==> src/rtl/llc_mem_pkg.sv <==
package llc_mem_pkg;

    localparam int llc_set_bits = 6;
    localparam int llc_sets     = 1 << llc_set_bits;
    localparam int llc_ways     = 4;
    localparam int llc_way_bits = 2;
    localparam int llc_tag_bits = 16;
    localparam int line_bits    = 32;
    localparam int wb_adr_bits  = 10;
    localparam int wb_dat_bits  = 32;

    // word address map: field, then way, then set
    localparam int adr_fld_lsb = 0;
    localparam int adr_way_lsb = 2;
    localparam int adr_set_lsb = 4;

    typedef logic [llc_set_bits-1:0] llc_set_t;
    typedef logic [llc_way_bits-1:0] llc_way_t;

    typedef enum logic [2:0] {
        llc_invalid   = 3'd0,
        llc_valid     = 3'd1,
        llc_shared    = 3'd2,
        llc_exclusive = 3'd3,
        llc_modified  = 3'd4
    } llc_state_e;

    typedef enum logic [1:0] {
        fld_line  = 2'd0,
        fld_meta  = 2'd1,
        fld_evict = 2'd2,
        fld_flush = 2'd3
    } llc_field_e;

    // tag in the low bits so the bus image is the struct itself
    typedef struct packed {
        logic                    dirty;
        llc_state_e              state;
        logic [llc_tag_bits-1:0] tag;
    } llc_meta_t;

    localparam int meta_bits = $bits(llc_meta_t);

    typedef struct packed {
        llc_set_t             set_idx;
        llc_way_t             way_idx;
        logic                 line_we;
        logic                 meta_we;
        logic                 evict_we;
        logic [llc_ways-1:0]  flush_mask;
        logic [line_bits-1:0] line;
        llc_meta_t            meta;
        llc_way_t             evict_way;
    } llc_wr_t;

    typedef struct packed {
        llc_field_e field;
        llc_way_t   way_idx;
    } llc_sel_t;

    typedef struct packed {
        logic [llc_ways-1:0][line_bits-1:0] line;
        llc_meta_t [llc_ways-1:0]           meta;
        llc_way_t                           evict_way;
    } llc_rd_t;

endpackage

==> src/rtl/llc_req_decoder.sv <==
module llc_req_decoder (
    input  logic                                 wb_cyc,
    input  logic                                 wb_stb,
    input  logic                                 wb_we,
    input  logic [llc_mem_pkg::wb_adr_bits-1:0]  wb_adr,
    input  logic [llc_mem_pkg::wb_dat_bits-1:0]  wb_wdat,
    input  logic                                 wb_ack,
    output llc_mem_pkg::llc_wr_t                 wr,
    output llc_mem_pkg::llc_set_t                rd_set,
    output llc_mem_pkg::llc_sel_t                sel,
    output logic                                 accept
);

    llc_mem_pkg::llc_field_e field;
    llc_mem_pkg::llc_way_t   way_idx;
    llc_mem_pkg::llc_set_t   set_idx;
    logic                    wr_acc;

    // address split
    assign field   = llc_mem_pkg::llc_field_e'(
                         wb_adr[llc_mem_pkg::adr_fld_lsb +: $bits(llc_mem_pkg::llc_field_e)]);
    assign way_idx = wb_adr[llc_mem_pkg::adr_way_lsb +: llc_mem_pkg::llc_way_bits];
    assign set_idx = wb_adr[llc_mem_pkg::adr_set_lsb +: llc_mem_pkg::llc_set_bits];

    // a request still up while ack is high was already taken
    assign accept = wb_cyc & wb_stb & ~wb_ack;
    assign wr_acc = accept & wb_we;

    always_comb begin
        wr.set_idx  = set_idx;
        wr.way_idx  = way_idx;
        wr.line_we  = wr_acc && (field == llc_mem_pkg::fld_line);
        wr.meta_we  = wr_acc && (field == llc_mem_pkg::fld_meta);
        wr.evict_we = wr_acc && (field == llc_mem_pkg::fld_evict);

        // flush takes its way mask from the data bus
        if (wr_acc && (field == llc_mem_pkg::fld_flush)) begin
            wr.flush_mask = wb_wdat[llc_mem_pkg::llc_ways-1:0];
        end else begin
            wr.flush_mask = '0;
        end

        wr.line      = wb_wdat[llc_mem_pkg::line_bits-1:0];
        wr.meta      = llc_mem_pkg::llc_meta_t'(wb_wdat[llc_mem_pkg::meta_bits-1:0]);
        wr.evict_way = wb_wdat[llc_mem_pkg::llc_way_bits-1:0];
    end

    assign rd_set = set_idx;

    always_comb begin
        sel.field   = field;
        sel.way_idx = way_idx;
    end

endmodule

==> config.mk <==
export PLATFORM = sky130hd
export DESIGN_NAME = llc_req_decoder
export DESIGN_NICKNAME = d
export VERILOG_FILES = /design/src/rtl/llc_mem_pkg.sv /design/src/rtl/llc_req_decoder.sv
export SDC_FILE = /design/constraint.sdc
export NUM_CORES = 1
export LEC_CHECK = 0
export BUFFER_PORTS_ARGS = -buffer_cell sky130_fd_sc_hd__buf_2
export CAP_MARGIN = 20
export CORE_ASPECT_RATIO = 0.5
export CORE_MARGIN = 4
export CORE_UTILIZATION = 24
export DETAILED_ROUTE_END_ITERATION = 10
export PLACE_DENSITY = 0.92
export SLEW_MARGIN = 10
export SYNTH_ARGS = -nofsm -noshare
export SYNTH_HDL_FRONTEND = slang
export SYNTH_SLANG_ARGS = --single-unit
export TNS_END_PERCENT = 1
==> constraint.sdc <==
create_clock -name vclk -period 0.8
set_clock_uncertainty 0.05 [all_clocks]
set_input_delay 0.08 -clock vclk [all_inputs]
set_output_delay 0.08 -clock vclk [all_outputs]
set_load 0.01 [all_outputs]
==> out/metrics.yaml <==
ant_nets: 0
grt.total_usage_pct: 4.022
design.seq.count: 0
hold_viol: 0
area_delta_synth_final_pct: -52.65
synth_area_leaders: "buf_4, nor3b_2, nand4b_4"
path_class: "input pin to primary output"
grt_max_degree: 9
post-route-util_pct: 12.71
antenna_found_initial: 0
hold_start: "wb_wdat[22]"
yosysSeqAreaShare_pct: 0
slew_headroom_pct: 90.10
post_cts_buffers: 0
io_pins: 126
place_area_um2: 290.3
via_per_inst: 3.139
initial_core_util_pct: 26.85
rsz0062_at_grt: "yes"
fmaxAchievable_mhz: 1181
crit_path_end_kind: "primary output"
p_per_area_nw_per_um2: 402.5
violations: "setup timing"
routed_wl_um: 818
nets: 92
diodes: 0
grt-ovfl-total: 0
worst_slack_ns: -0.04654
vias: 248
die_w_um: 80.85
dr.first_iter.drc_count: 21
placed_cells: 79
die-area_um2: 3592
worstPathMaxFanout: 7
hp-class: "input pin to primary output"
syn_nets: 132
seq_area_um2: 0
clkPwrFrac_pct: 0
yosysTopAreaCellShare_pct: 84.87
p_int_uw: 54.80
syn_avg_cell_area_um2: 7.405
gp_congestion: 0.6485
core_area_um2: 2372
drtPass1Iterations: 4
fin_cells: 79
status: "finished, violations left"
min_path_cells: 0
swShare_pct: 54.86
holdPathEnd: "wr[44]"
nClkBuffers: 0
cp.arrival_ns: 0.72
switchingPower_uw: 66.59
stdcell_area_um2: 301.5
drv_cap: 0
tightest_slew_ns: 0.1482
crit_required_ns: 0.67
place_hpwl_um: 695.9
setup_violations: 3
syn_area_um2: 636.9
leakagePower_uw: 0.0001662
drc: 0
wire_per_inst_um: 10.35
drive_gt1_share_pct: 77.27
portBuffers: 30
period_needed_ns: 0.8465
start_kind: "input pin"
ctsHoldBuffers: 0
grt_pass1_wl_mm: 1.193
rows: 12
synth.distinct_cells: 7
vdd_drop_max_uv: 86.51
ys_warn_count: 0
grt_pass1_vias: 241
slew_viol_final: 0
yosysTopAreaCell: "buf_4"
fin_crit_sh_pct: 105.8
combPwrFrac_pct: 100.0
seqPwrFrac_pct: 0
synth_cells: 86
die_h_um: 44.43
power by group through the flow:
stage          logic (uW)  clock network [uW]  registers (uW)
2_1_floorplan         390                   0               0
3_3_place_gp          116                   0               0
3_5_place_dp          119                   0               0
4_1_cts               123                   0               0
5_1_grt               134                   0               0
6_report              121                   0               0
final cells by class:
type | count | area, um^2
fillers | 295 | 2071
repair buffers | 30 | 156.4
well taps | 35 | 43.79
multi-input cells | 14 | 101.3
per-stage QoR:
stage / hold WS (ns) / setup TNS, ns / total power (uW) / setup slack (ns)
after floorplan: 0.1430 / 0 / 389.7 / 0.1066
after global placement: 0.1101 / -0.09142 / 116.1 / -0.04853
after CTS: 0.1101 / -0.1054 / 122.8 / -0.04911
after global routing: 0.1100 / -0.4585 / 134.1 / -0.1056
after detailed placement: 0.1101 / -0.2010 / 118.5 / -0.07412
final: 0.1100 / -0.1044 / 121.4 / -0.04654
per-layer routing:
layer / wire length [um] / track usage, % / vias up / share of wire, %
met3: 99 / 2.236 / 11 / 12
li1: - / - / 111 / -
met1: 210 / 3.452 / 110 / 26
met5: 0 / 0 / - / 0
met4: 41 / 2.357 / 0 / 5.0
met2: 467 / 7.504 / 16 / 57
layout by cell type (no fill, tap or decap), drive strengths merged:
master   n
nor3b    2
nand2    1
nor3     1
nand3    4
buf     30
nand4b   1
nor2     5
cells in the mapped netlist:
cell type,instances
nand2_1,1
nand3_1,4
nand4b_4,1
nor3_1,1
buf_4,72
nor3b_2,2
nor2_1,5
critical path, stage by stage:
cell      delay [ns]
buf_6           0.09
nand4b_4        0.22
nor3b_2         0.18
buf_2           0.15
cells by family (layout without fill, tap and decap cells):
| group | Yosys count | after routing | synth area share (%) |
|---|---|---|---|
| buffers and inverters | 72 | 30 | 84.87 |
| and+or+nand+nor | 14 | 14 | 15.13 |
how the worst max path moves through the flow:
| stage | start | endpoint | slack, ns |
|---|---|---|---|
| after floorplan | wb_ack | wr[60] | 0.11 |
| after global placement | wb_ack | wr[59] | -0.05 |
| after detailed placement | wb_ack | wr[59] | -0.07 |
| after CTS | wb_ack | wr[59] | -0.05 |
| after global routing | wb_ack | wr[59] | -0.11 |
| final | wb_ack | wr[59] | -0.05 |
timing repair:
action | in CTS | in global routing
resized for setup | 2 | 0
endpoints found under the setup margin | 5 | 7
pin swaps | 2 | 0
Power figures use the tool's default switching activity.
