**config.mk**
```make
export PLATFORM = sky130hd
export DESIGN_NAME = llc_rsp_mux
export DESIGN_NICKNAME = d
export VERILOG_FILES = /design/src/rtl/llc_mem_pkg.sv /design/src/rtl/llc_rsp_mux.sv
export SDC_FILE = /design/constraint.sdc
export NUM_CORES = 1
export LEC_CHECK = 0
export BUFFER_PORTS_ARGS = -buffer_cell sky130_fd_sc_hd__buf_2
export CELL_PAD_IN_SITES_DETAIL_PLACEMENT = 1
export CELL_PAD_IN_SITES_GLOBAL_PLACEMENT = 1
export CORE_MARGIN = 2
export CORE_UTILIZATION = 21
export CTS_CLUSTER_SIZE = 30
export DETAILED_ROUTE_END_ITERATION = 8
export GPL_ROUTABILITY_DRIVEN = 0
export PLACE_DENSITY = 0.81
export SLEW_MARGIN = 20
export SYNTH_ARGS = -nofsm -noshare
export SYNTH_HDL_FRONTEND = slang
export SYNTH_SLANG_ARGS = --single-unit
export TNS_END_PERCENT = 30
```
**constraint.sdc**
```tcl
create_clock -name clk -period 2.1 [get_ports clk]
set_input_delay 0.42 -clock clk [delete_from_list [all_inputs] [get_ports clk]]
set_output_delay 0.42 -clock clk [all_outputs]
set_load 0.02 [all_outputs]
```
**src/rtl/llc_mem_pkg.sv**
```systemverilog
package llc_mem_pkg;

    localparam int llc_set_bits = 6;
    localparam int llc_sets     = 1 << llc_set_bits;
    localparam int llc_ways     = 4;
    localparam int llc_way_bits = 2;
    localparam int llc_tag_bits = 16;
    localparam int line_bits    = 32;
    localparam int wb_adr_bits  = 10;
    localparam int wb_dat_bits  = 32;

    // word address map: field, then way, then set
    localparam int adr_fld_lsb = 0;
    localparam int adr_way_lsb = 2;
    localparam int adr_set_lsb = 4;

    typedef logic [llc_set_bits-1:0] llc_set_t;
    typedef logic [llc_way_bits-1:0] llc_way_t;

    typedef enum logic [2:0] {
        llc_invalid   = 3'd0,
        llc_valid     = 3'd1,
        llc_shared    = 3'd2,
        llc_exclusive = 3'd3,
        llc_modified  = 3'd4
    } llc_state_e;

    typedef enum logic [1:0] {
        fld_line  = 2'd0,
        fld_meta  = 2'd1,
        fld_evict = 2'd2,
        fld_flush = 2'd3
    } llc_field_e;

    // tag in the low bits so the bus image is the struct itself
    typedef struct packed {
        logic                    dirty;
        llc_state_e              state;
        logic [llc_tag_bits-1:0] tag;
    } llc_meta_t;

    localparam int meta_bits = $bits(llc_meta_t);

    typedef struct packed {
        llc_set_t             set_idx;
        llc_way_t             way_idx;
        logic                 line_we;
        logic                 meta_we;
        logic                 evict_we;
        logic [llc_ways-1:0]  flush_mask;
        logic [line_bits-1:0] line;
        llc_meta_t            meta;
        llc_way_t             evict_way;
    } llc_wr_t;

    typedef struct packed {
        llc_field_e field;
        llc_way_t   way_idx;
    } llc_sel_t;

    typedef struct packed {
        logic [llc_ways-1:0][line_bits-1:0] line;
        llc_meta_t [llc_ways-1:0]           meta;
        llc_way_t                           evict_way;
    } llc_rd_t;

endpackage

```
**src/rtl/llc_rsp_mux.sv**
```systemverilog
module llc_rsp_mux (
    input  logic                                clk,
    input  logic                                arst_n,
    input  logic                                accept,
    input  llc_mem_pkg::llc_sel_t               sel,
    input  llc_mem_pkg::llc_rd_t                rd,
    output logic [llc_mem_pkg::wb_dat_bits-1:0] wb_rdat,
    output logic                                wb_ack
);

    llc_mem_pkg::llc_sel_t sel_q;

    // ack and select line up with the store's registered read
    always_ff @(posedge clk or negedge arst_n) begin
        if (!arst_n) begin
            wb_ack <= 1'b0;
            sel_q  <= '0;
        end else begin
            wb_ack <= accept;
            if (accept) begin
                sel_q <= sel;
            end
        end
    end

    // data bus is quiet outside the ack cycle
    always_comb begin
        wb_rdat = '0;
        if (wb_ack) begin
            case (sel_q.field)
                llc_mem_pkg::fld_line: begin
                    wb_rdat = llc_mem_pkg::wb_dat_bits'(rd.line[sel_q.way_idx]);
                end
                llc_mem_pkg::fld_meta: begin
                    wb_rdat = llc_mem_pkg::wb_dat_bits'(rd.meta[sel_q.way_idx]);
                end
                llc_mem_pkg::fld_evict: begin
                    wb_rdat = llc_mem_pkg::wb_dat_bits'(rd.evict_way);
                end
                default: begin
                    // flush field has nothing to read
                    wb_rdat = '0;
                end
            endcase
        end
    end

endmodule

```
==> metrics.txt, run 1 <==
Pint=779.6 uW; row count=33; minimum clock period=about 2300 ps; vias in the first global route=roughly 2,800; largest stage delay on the critical path=between 500 and 600 ps; critical path buffer and inverter count=2; area fraction of the dominant cell type after synthesis=slightly above 60%; count of nets after finishing=600; most common cell after layout, fill and taps aside=buf_2; Area growth, synth to finish=86.06%; mean cell area of the mapped netlist=about 14 um2; post-synthesis instance total=132; setup repair after global routing missed its margin=true; critical path arrival=around 1800 ps; number of maximum-capacitance constraint violations=0; largest clock skew in the final design=0 ps; DIE HEIGHT=97.14 um; cell with the biggest individual delay on the critical path=dfrtp_4; multi-input gate area in the final layout=1590 um2; maximum operating frequency=about 440 MHz; detailed-route via count=between 2,000 and 2,500; total of warnings raised by yosys=0; DP HPWL=around 8200 um; largest net degree at the start of global routing=29; endpoint kind of the worst setup timing path=output port; count of endpoints failing hold in the final timing report=0; Die Outline Area=about 9400 um2; Hold-fix buffers, CTS=0; Hold/Removal Path Class=input pin to asynchronous set/reset pin; transition time of the tightest slew-check pin=around 270 ps; result of the run=finished with violations; Synth Register Bits=5; count of endpoints failing setup in the final report=32; CTS Root Cell=clkbuf_8; switch share=~36%; family with the most delay on the worst path=flip-flops; first-pass GRT wire length=roughly 15,000 um; DP Worst Slack=between 70 and 80 ps; TritonCTS Sinks=5; cells along the critical path=clkbuf_16, mux2i_1, or4_1, a31oi_1, buf_4; Mapped Area=between 1500 and 2000 um2; GRT Total Usage=about a fifth; clock tree from TritonCTS=done; Max H-tree Level=1; switching power=~430 uW; Detail Route Antenna Nets=0; cell type contributing the most total cell area after synthesis=mux4_2; First-pass DRT Iterations=4; most used cells in the layout excluding fill and tap cells=buf_2, mux4_2, a22o_1; number of different library cells in the post-synthesis netlist=19; mean routed wirelength per cell=approximately 20 um; synthesized net count=roughly 350; layout cell share with drive strength beyond 1=between 80% and 90%; Max-slew headroom=between 80% and 90%; depth of the worst register-to-register path=2; worst supply voltage drop on vdd=slightly above 300 uV; combinational cell fraction of total power=approximately three quarters; Crit Path Class=flop to output port; P_leak=between 1.5 and 2 nW; later-pin clock latency in the skew report=between 200 and 250 ps; antenna violations before repair=1; critical path fanouts, max=12; chip width=about 97 um; total I/O pin count=250; required time of the worst setup path=~1700 ps; max-slew violation count=0; clock network fraction of design power=14.9%; starting utilization of the core area=roughly 22%; worst hold slack=between 7 and 8 ps; CTS Buf Count=3; clock slew at reported path FFs=about 40 ps; Core Area=about 8300 um2; power density relative to cell area=357.4 nW/um2; total wire length after detailed routing=around 9500 um; maximum buffer depth of the clock tree=2; biggest area contributors in the synthesized netlist=mux4_2, dfrtp_1, a22o_1, mux2_2, and3_1; post-layout worst setup margin=-163.9 ps; detailed-route DRC error count=0; overall power=roughly 1.2 mW; launching element type of the critical path=flop; # fillers=approximately 1,000; post-route fraction of the period consumed by the critical path=107.8%; sequential element share of the synthesized area=6.868%; Worst path depth=5; number of DRC markers after the initial detailed-route iteration=29; total global routing overflow=0; Port Buffers=249; sequential standard cell area=~130 um2; proportion of power drawn by flip-flops and latches=around a tenth; violated checks=setup timing; Avg Vias per Cell=4.996
[layer usage]
metal	up-vias	track usage (%)	routed length [um]
met5	-	0	0
met1	1180	19.08	3224
met2	149	39.21	5321
li1	1094	-	-
met4	0	4.659	214
met3	15	4.532	782
[cell type report]
| class | count | area share (%) |
|---|---|---|
| Sequential cell | 5 | 3.839 |
| Multi-Input combinational cell | 110 | 46.92 |
| Tap cell | 105 | 3.876 |
| Timing Repair Buffer | 263 | 43.96 |
| Clock buffer | 4 | 1.329 |
| Antenna cell | 1 | 0.07383 |
[state kept, by name, summed over array words and instances (netlist names)]
name / cells
wb_ack: 1
sel_q: 4
[per-stage QoR]
step	instance area, um2	cells	setup TNS, ps	util (%)
after floorplan	1822	132	0	-
after global placement	3213	480	0	38.72
after detailed placement	3213	480	0	38.72
after CTS	3274	484	-3615	39.45
after global routing	3390	488	-6339	40.84
final	3390	488	-3874	40.84
[final timing paths]
kind                                from         end  slack (ps)
worst max-delay path            sel_q[0]  wb_rdat[0]        -160
worst min-delay path              arst_n    sel_q[2]           7
worst max register to register  sel_q[0]    sel_q[0]         990
worst min register to register  sel_q[2]    sel_q[2]         610
max in group asynchronous         arst_n    sel_q[0]        1940
min in group clk                  accept      wb_ack         380
[repair_timing]
item | 4_1_cts | 5_1_grt
setup buffers | 0 | 0
gates resized for setup | 4 | 11
cloned | 0 | 3
endpoints found under the setup margin | 32 | 32
pin swaps | 1 | 2
[synth_stat cells]
cell / instances
nand3b_1: 1
nor2b_1: 2
buf_12: 1
buf_6: 5
mux4_2: 50
nand2_1: 4
and3_1: 12
clkbuf_1: 6
a32oi_1: 2
nor2_1: 7
dfrtp_1: 5
mux2i_1: 7
nand2b_1: 1
a22o_1: 12
a31oi_1: 2
mux2_2: 7
buf_2: 5
or4_1: 1
and2_1: 2
[kinds of logic after synthesis]
group	after synthesis	share of synthesized area (%)
DFF	5	6.868
muxes	64	69.99
AOI/OAI and AO/OA	16	7.418
and+or+nand+nor	30	8.929
buffers and inverters	17	6.799
[power groups by stage]
stage	Sequential [mW]	Clock (mW)	Combinational, mW
after global routing	0.132	0.197	0.975
after floorplan	0.113	0	0.537
after global placement	0.124	0	0.841
after CTS	0.124	0.186	0.876
final	0.130	0.181	0.901
after detailed placement	0.125	0	0.868
(Power assumes the default switching activity.)
==> run 2, diff against run 1 <==
- ABC_CLOCK_PERIOD_IN_PS: default -> 2100
- CELL_PAD_IN_SITES_DETAIL_PLACEMENT: 1 -> default
- CELL_PAD_IN_SITES_GLOBAL_PLACEMENT: 1 -> default
- CORE_AREA: default -> 2 2 96 98
- CORE_MARGIN: 2 -> default
- CORE_UTILIZATION: 21 -> default
- DIE_AREA: default -> 0 0 98 100
- PLACE_DENSITY: 0.81 -> 0.56
==> metrics.txt, run 2 (synthesized netlist as in run 1, its figures left out) <==
total wire length after detailed routing=just over 8000 um; clock tree from TritonCTS=done; # fillers=between 900 and 1,000; critical path fanouts, max=18; cell with the biggest individual delay on the critical path=mux4_2; chip width=around 98 um; maximum operating frequency=444.1 MHz; result of the run=finished with violations; setup repair after global routing missed its margin=true; top flop regs=sel_q (4), wb_ack (1); Avg Vias per Cell=about 4.8; most used cells in the layout excluding fill and tap cells=buf_2, mux4_2, a22o_1; cells along the critical path=buf_12, mux4_2, a22o_1, buf_2; diode count=0; CTS Root Cell=clkbuf_8; largest register by flop count=sel_q; Hold/Removal Path Class=input pin to asynchronous set/reset pin; count of endpoints failing hold in the final timing report=0; number of DRC markers after the initial detailed-route iteration=66; depth of the worst register-to-register path=2; worst hold slack=approximately 4.7 ps; post-route fraction of the period consumed by the critical path=107.2%; max-slew violation count=0; P_leak=about 1.8 nW; detailed-route DRC error count=0; violated checks=setup timing; worst supply voltage drop on vdd=between 200 and 300 uV; transition time of the tightest slew-check pin=about 270 ps; most common cell after layout, fill and taps aside=buf_2; Max-slew headroom=slightly above 80%; required time of the worst setup path=~1700 ps; First-pass DRT Iterations=4; TritonCTS Sinks=5; largest net degree at the start of global routing=about 40; Crit Path Class=flop to output port; number of flip-flops in the largest register=4; DIE HEIGHT=100 um; detailed-route via count=roughly 2,400; CTS Buf Count=3; antenna violations before repair=1; Die Outline Area=approximately 9800 um2; clock slew at reported path FFs=around 40 ps; total I/O pin count=250; Hold-fix buffers, CTS=0; critical path arrival=between 1500 and 2000 ps; row count=35; count of nets after finishing=602; largest stage delay on the critical path=roughly 520 ps; DP HPWL=between 7000 and 8000 um; vias in the first global route=approximately 2,500; count of endpoints failing setup in the final report=32; total global routing overflow=0; GRT Total Usage=15.52%; power density relative to cell area=roughly 350 nW/um2; Detail Route Antenna Nets=0; layout cell share with drive strength beyond 1=between 80 and 90%; first-pass GRT wire length=around 12,000 um; post-layout worst setup margin=-151.9 ps; multi-input gate area in the final layout=1583 um2; Core Area=approximately 9000 um2; Area growth, synth to finish=86.88%; endpoint kind of the worst setup timing path=output port; number of maximum-capacitance constraint violations=0; starting utilization of the core area=between 20 and 25%; maximum buffer depth of the clock tree=2; sequential standard cell area=around 130 um2; largest clock skew in the final design=0 ps; Port Buffers=about 250; later-pin clock latency in the skew report=about 220 ps; Total Negative Setup Slacks=-3516 ps; launching element type of the critical path=flop; mean routed wirelength per cell=between 15 and 20 um; minimum clock period=about 2300 ps; Max H-tree Level=1
-- run 2: report_power, final --
part           internal, mW  leakage (nW)  switching (mW)
combinational         0.547          1.68           0.353
clock                 0.130        0.0228          0.0476
sequential            0.107        0.0565          0.0153
-- run 2: what timing repair did --
item | CTS | global route
buffers inserted | 0 | 2
setup endpoints to repair | 32 | 32
resized for setup | 0 | 15
pin swaps | 0 | 1
gates cloned | 0 | 3
-- run 2: critical path: cells and delay by family (launching register included) --
| kind | cells | cell delay (ps) |
|---|---|---|
| flops | 1 | 480 |
| buf+inv | 2 | 360 |
| mux | 1 | 520 |
| compound gates | 1 | 240 |
-- run 2: cell type report --
class / count / area share [%]
repair buffers: 265 / 44.29
well taps: 111 / 4.079
clock buffers: 4 / 1.323
flip-flops and latches: 5 / 3.822
multi-input cells: 110 / 46.49
-- run 2: routing by layer --
metal  vias to the layer above  share of wire [%]  global-route usage (%)
met5                         -               0.16                       0
met4                         2               0.77                   3.312
met3                         8                9.7                   3.412
met2                       157                 53                   29.66
met1                      1132                 37                   17.68
li1                       1098                  -                       -
-- run 2: per-stage QoR --
step                      worst slack, ps  power, mW  instance area [um2]  utilization (%)  std cells
after floorplan                     113.3     0.6502                 1822                -        132
after global placement              72.74     0.9654                 3221            36.23        486
after detailed placement            70.08     0.9777                 3221            36.23        486
after CTS                          -170.2      1.161                 3266            36.73        490
after global routing               -214.6      1.285                 3405            38.30        495
final                              -151.9      1.200                 3405            38.30        495
-- run 2: worst paths after layout --
path                          start     endpoint  slack [ps]
hold reg to reg            sel_q[3]     sel_q[3]         620
min in group clk             accept       wb_ack         400
max in group asynchronous    arst_n     sel_q[0]        1950
setup / recovery           sel_q[0]  wb_rdat[14]        -150
hold / removal               arst_n     sel_q[3]           5
setup reg to reg           sel_q[0]     sel_q[0]        1010
==> run 3, diff against run 2 <==
- ABC_AREA: default -> 1
- CORE_AREA: 2 2 96 98 -> 2 2 98 100
- DIE_AREA: 0 0 98 100 -> 0 0 100 102
- PLACE_DENSITY: 0.56 -> 0.58
==> metrics.txt, run 3 <==
result of the run=finished, final reports clean; post-synthesis instance total=about 450; Total Negative Setup Slacks=0 ps; detailed-route via count=3,917; launching element type of the critical path=flop; TritonCTS Sinks=5; most used routing layer=met2; endpoint kind of the worst setup timing path=output port; clock tree from TritonCTS=done; post-layout worst setup margin=between 15 and 20 ps; number of different library cells in the post-synthesis netlist=24; DP HPWL=8558 um; maximum operating frequency=480.5 MHz; # fillers=approximately 1,000; most used cells in the layout excluding fill and tap cells=buf_2, nor2_1, nand2_1; mean routed wirelength per cell=around 14 um; post-route cell area=between 3000 and 4000 um2; Die Outline Area=approximately 10,000 um2; Worst setup startpoint=sel_q[0]; Max-slew headroom=a little over four fifths; RR Endpoint=sel_q[0]; count of endpoints failing hold in the final timing report=0; clock network fraction of design power=a little over an eighth; synthesized net count=663; switch share=about 46%; count of endpoints failing setup in the final report=0; total global routing overflow=0; fraction of met1 tracks used by global routing=23.59%; largest net degree at the start of global routing=46; starting utilization of the core area=approximately a quarter; Max H-tree Level=1; most common cell after layout, fill and taps aside=buf_2; proportion of power drawn by flip-flops and latches=a little under a tenth; met2 global-route usage=approximately a third; combinational cell fraction of total power=roughly 77%; source of the worst register-to-register timing path=sel_q[0]; cell with the most instances after synthesis=nor2_1; count of nets after finishing=905; number of flip-flops in the largest register=4; largest clock skew in the final design=0 ps; required time of the worst setup path=approximately 1700 ps; post-detailed-placement cell area=3467 um2; reg-to-reg slack, setup=approximately 950 ps; total of warnings raised by yosys=0; Synth Register Bits=5; CTS Buf Count=3; total wire length after detailed routing=11,170 um; post-route fraction of the period consumed by the critical path=roughly 99%; Pint=just over 700 uW; synth cell count leaders=nor2_1, nand2_1, o21ai_0; vias in the first global route=3,592; chip width=roughly 100 um; fraction of registers with async set or reset after synthesis=100.0%; Mapped Area=~2200 um2; depth of the worst register-to-register path=4; DIE HEIGHT=slightly above 100 um; Crit Path Class=flop to output port; maximum buffer depth of the clock tree=2; antenna violations before repair=1; area fraction of the dominant cell type after synthesis=about 22%; critical path fanouts, max=19; Cell Count, Final, Fillers Out=799; Detail Route Antenna Nets=0; sequential element share of the synthesized area=between 5 and 6%; Port Buffers=~250; GRT Total Usage=roughly a fifth; mean cell area of the mapped netlist=between 4 and 5 um2; row count=35; worst hold slack=between 1.5 and 2 ps; power density relative to cell area=between 300 and 400 nW/um2; Hold-fix buffers, CTS=0; number of DRC markers after the initial detailed-route iteration=~140; layout cell share with drive strength beyond 1=44.83%; total placed cells including tap cells=787; cell type contributing the most total cell area after synthesis=nor2_1; later-pin clock latency in the skew report=around 220 ps; minimum clock period=2081 ps; max-slew violation count=0; First-pass DRT Iterations=5; transition time of the tightest slew-check pin=247.8 ps; biggest area contributors in the synthesized netlist=nor2_1, o21ai_0, nand2_1, o22ai_1, dfrtp_1; Hold/Removal Path Class=input pin to asynchronous set/reset pin; DP Worst Slack=107.9 ps; Area growth, synth to finish=77.05%; Avg Vias per Cell=4.902; P_leak=approximately 2.1 nW; number of enable-type register cells in the synthesized netlist=0; total I/O pin count=between 200 and 300; worst supply voltage drop on vdd=slightly below 300 uV; clock slew at reported path FFs=roughly 40 ps; setup repair after global routing missed its margin=true; Most used DFF post-synth=dfrtp_1; met3 GRT Util=2.736%; critical path arrival=around 1700 ps; CTS Root Cell=clkbuf_8; Core Area=slightly above 9000 um2; largest register by flop count=sel_q; switching power=around 630 uW; top flop regs=sel_q (4), wb_ack (1); first-pass GRT wire length=16,130 um; detailed-route DRC error count=0; number of maximum-capacitance constraint violations=0
-- run 3: cell count changes in the layout (fill, tap and decap cells not counted), sizes merged, moves of 8 or more --
cell	previous run	this run
a21oi	0	18
a22o	12	0
and3	12	0
buf	263	271
inv	0	14
mux4	50	0
nand2	4	104
nand3	0	14
nor2	7	128
o21ai	0	99
o22ai	0	24
-- run 3: timing repair --
action / in CTS / in global routing
setup buffers: 1 / 2
gates cloned: 2 / 2
pin swaps: 1 / 8
endpoints found under the setup margin: 24 / 31
gates resized for setup: 7 / 75
-- run 3: cell families after synthesis --
family | Yosys count | synth area share [%]
and+or+nand+nor | 247 | 43.83
muxes | 1 | 0.5190
buffers and inverters | 52 | 15.28
DFF | 5 | 5.767
AOI/OAI and AO/OA | 141 | 34.60
-- run 3: per-layer routing --
metal  routed length, um  up-vias  share of wire (%)
met2                5461      209                 49
met4                 270        0                2.4
met1                4550     1731                 41
met3                 886       23                7.9
met5                   0        -                  0
li1                    -     1954                  -
-- run 3: layout make-up --
cell class	count	area, um2	area share [%]
Antenna cell	1	2.502	0.06515
Clock buffer	4	45.04	1.173
Inverter	15	77.57	2.020
Multi-Input combinational cell	389	1785	46.48
Sequential cell	5	130.1	3.388
Timing Repair Buffer	273	1653	43.03
Tap cell	111	138.9	3.616
Timing Repair inverter	1	8.758	0.2280
-- run 3: power groups by stage --
stage | combinational, mW | sequential [mW] | clock [mW]
floorplan | 0.568 | 0.113 | 0
global placement | 0.902 | 0.120 | 0
detailed placement | 0.908 | 0.120 | 0
CTS | 0.936 | 0.122 | 0.185
global route | 1.15 | 0.128 | 0.191
finish | 1.04 | 0.125 | 0.181
-- run 3: worst max-delay path: stages, from the launching register on --
cell and delay [ps]:
dfrtp_4 560, clkinv_8 100, buf_12 130, buf_8 150, o21ai_0 120, a21oi_1 180
buf_2 190
-- run 3: worst max-delay path by stage --
stage	to	slack, ps
final	wb_rdat[27]	20
after floorplan	wb_rdat[19]	360
after detailed placement	wb_rdat[11]	110
after global placement	wb_rdat[11]	120
after global routing	wb_rdat[18]	-50
after CTS	wb_rdat[11]	-7
-- run 3: metrics by stage --
stage / util (%) / total power, mW
after global routing: 42.14 / 1.472
after global placement: 38.06 / 1.022
after floorplan: - / 0.6817
final: 42.17 / 1.348
after CTS: 39.20 / 1.243
after detailed placement: 38.06 / 1.029
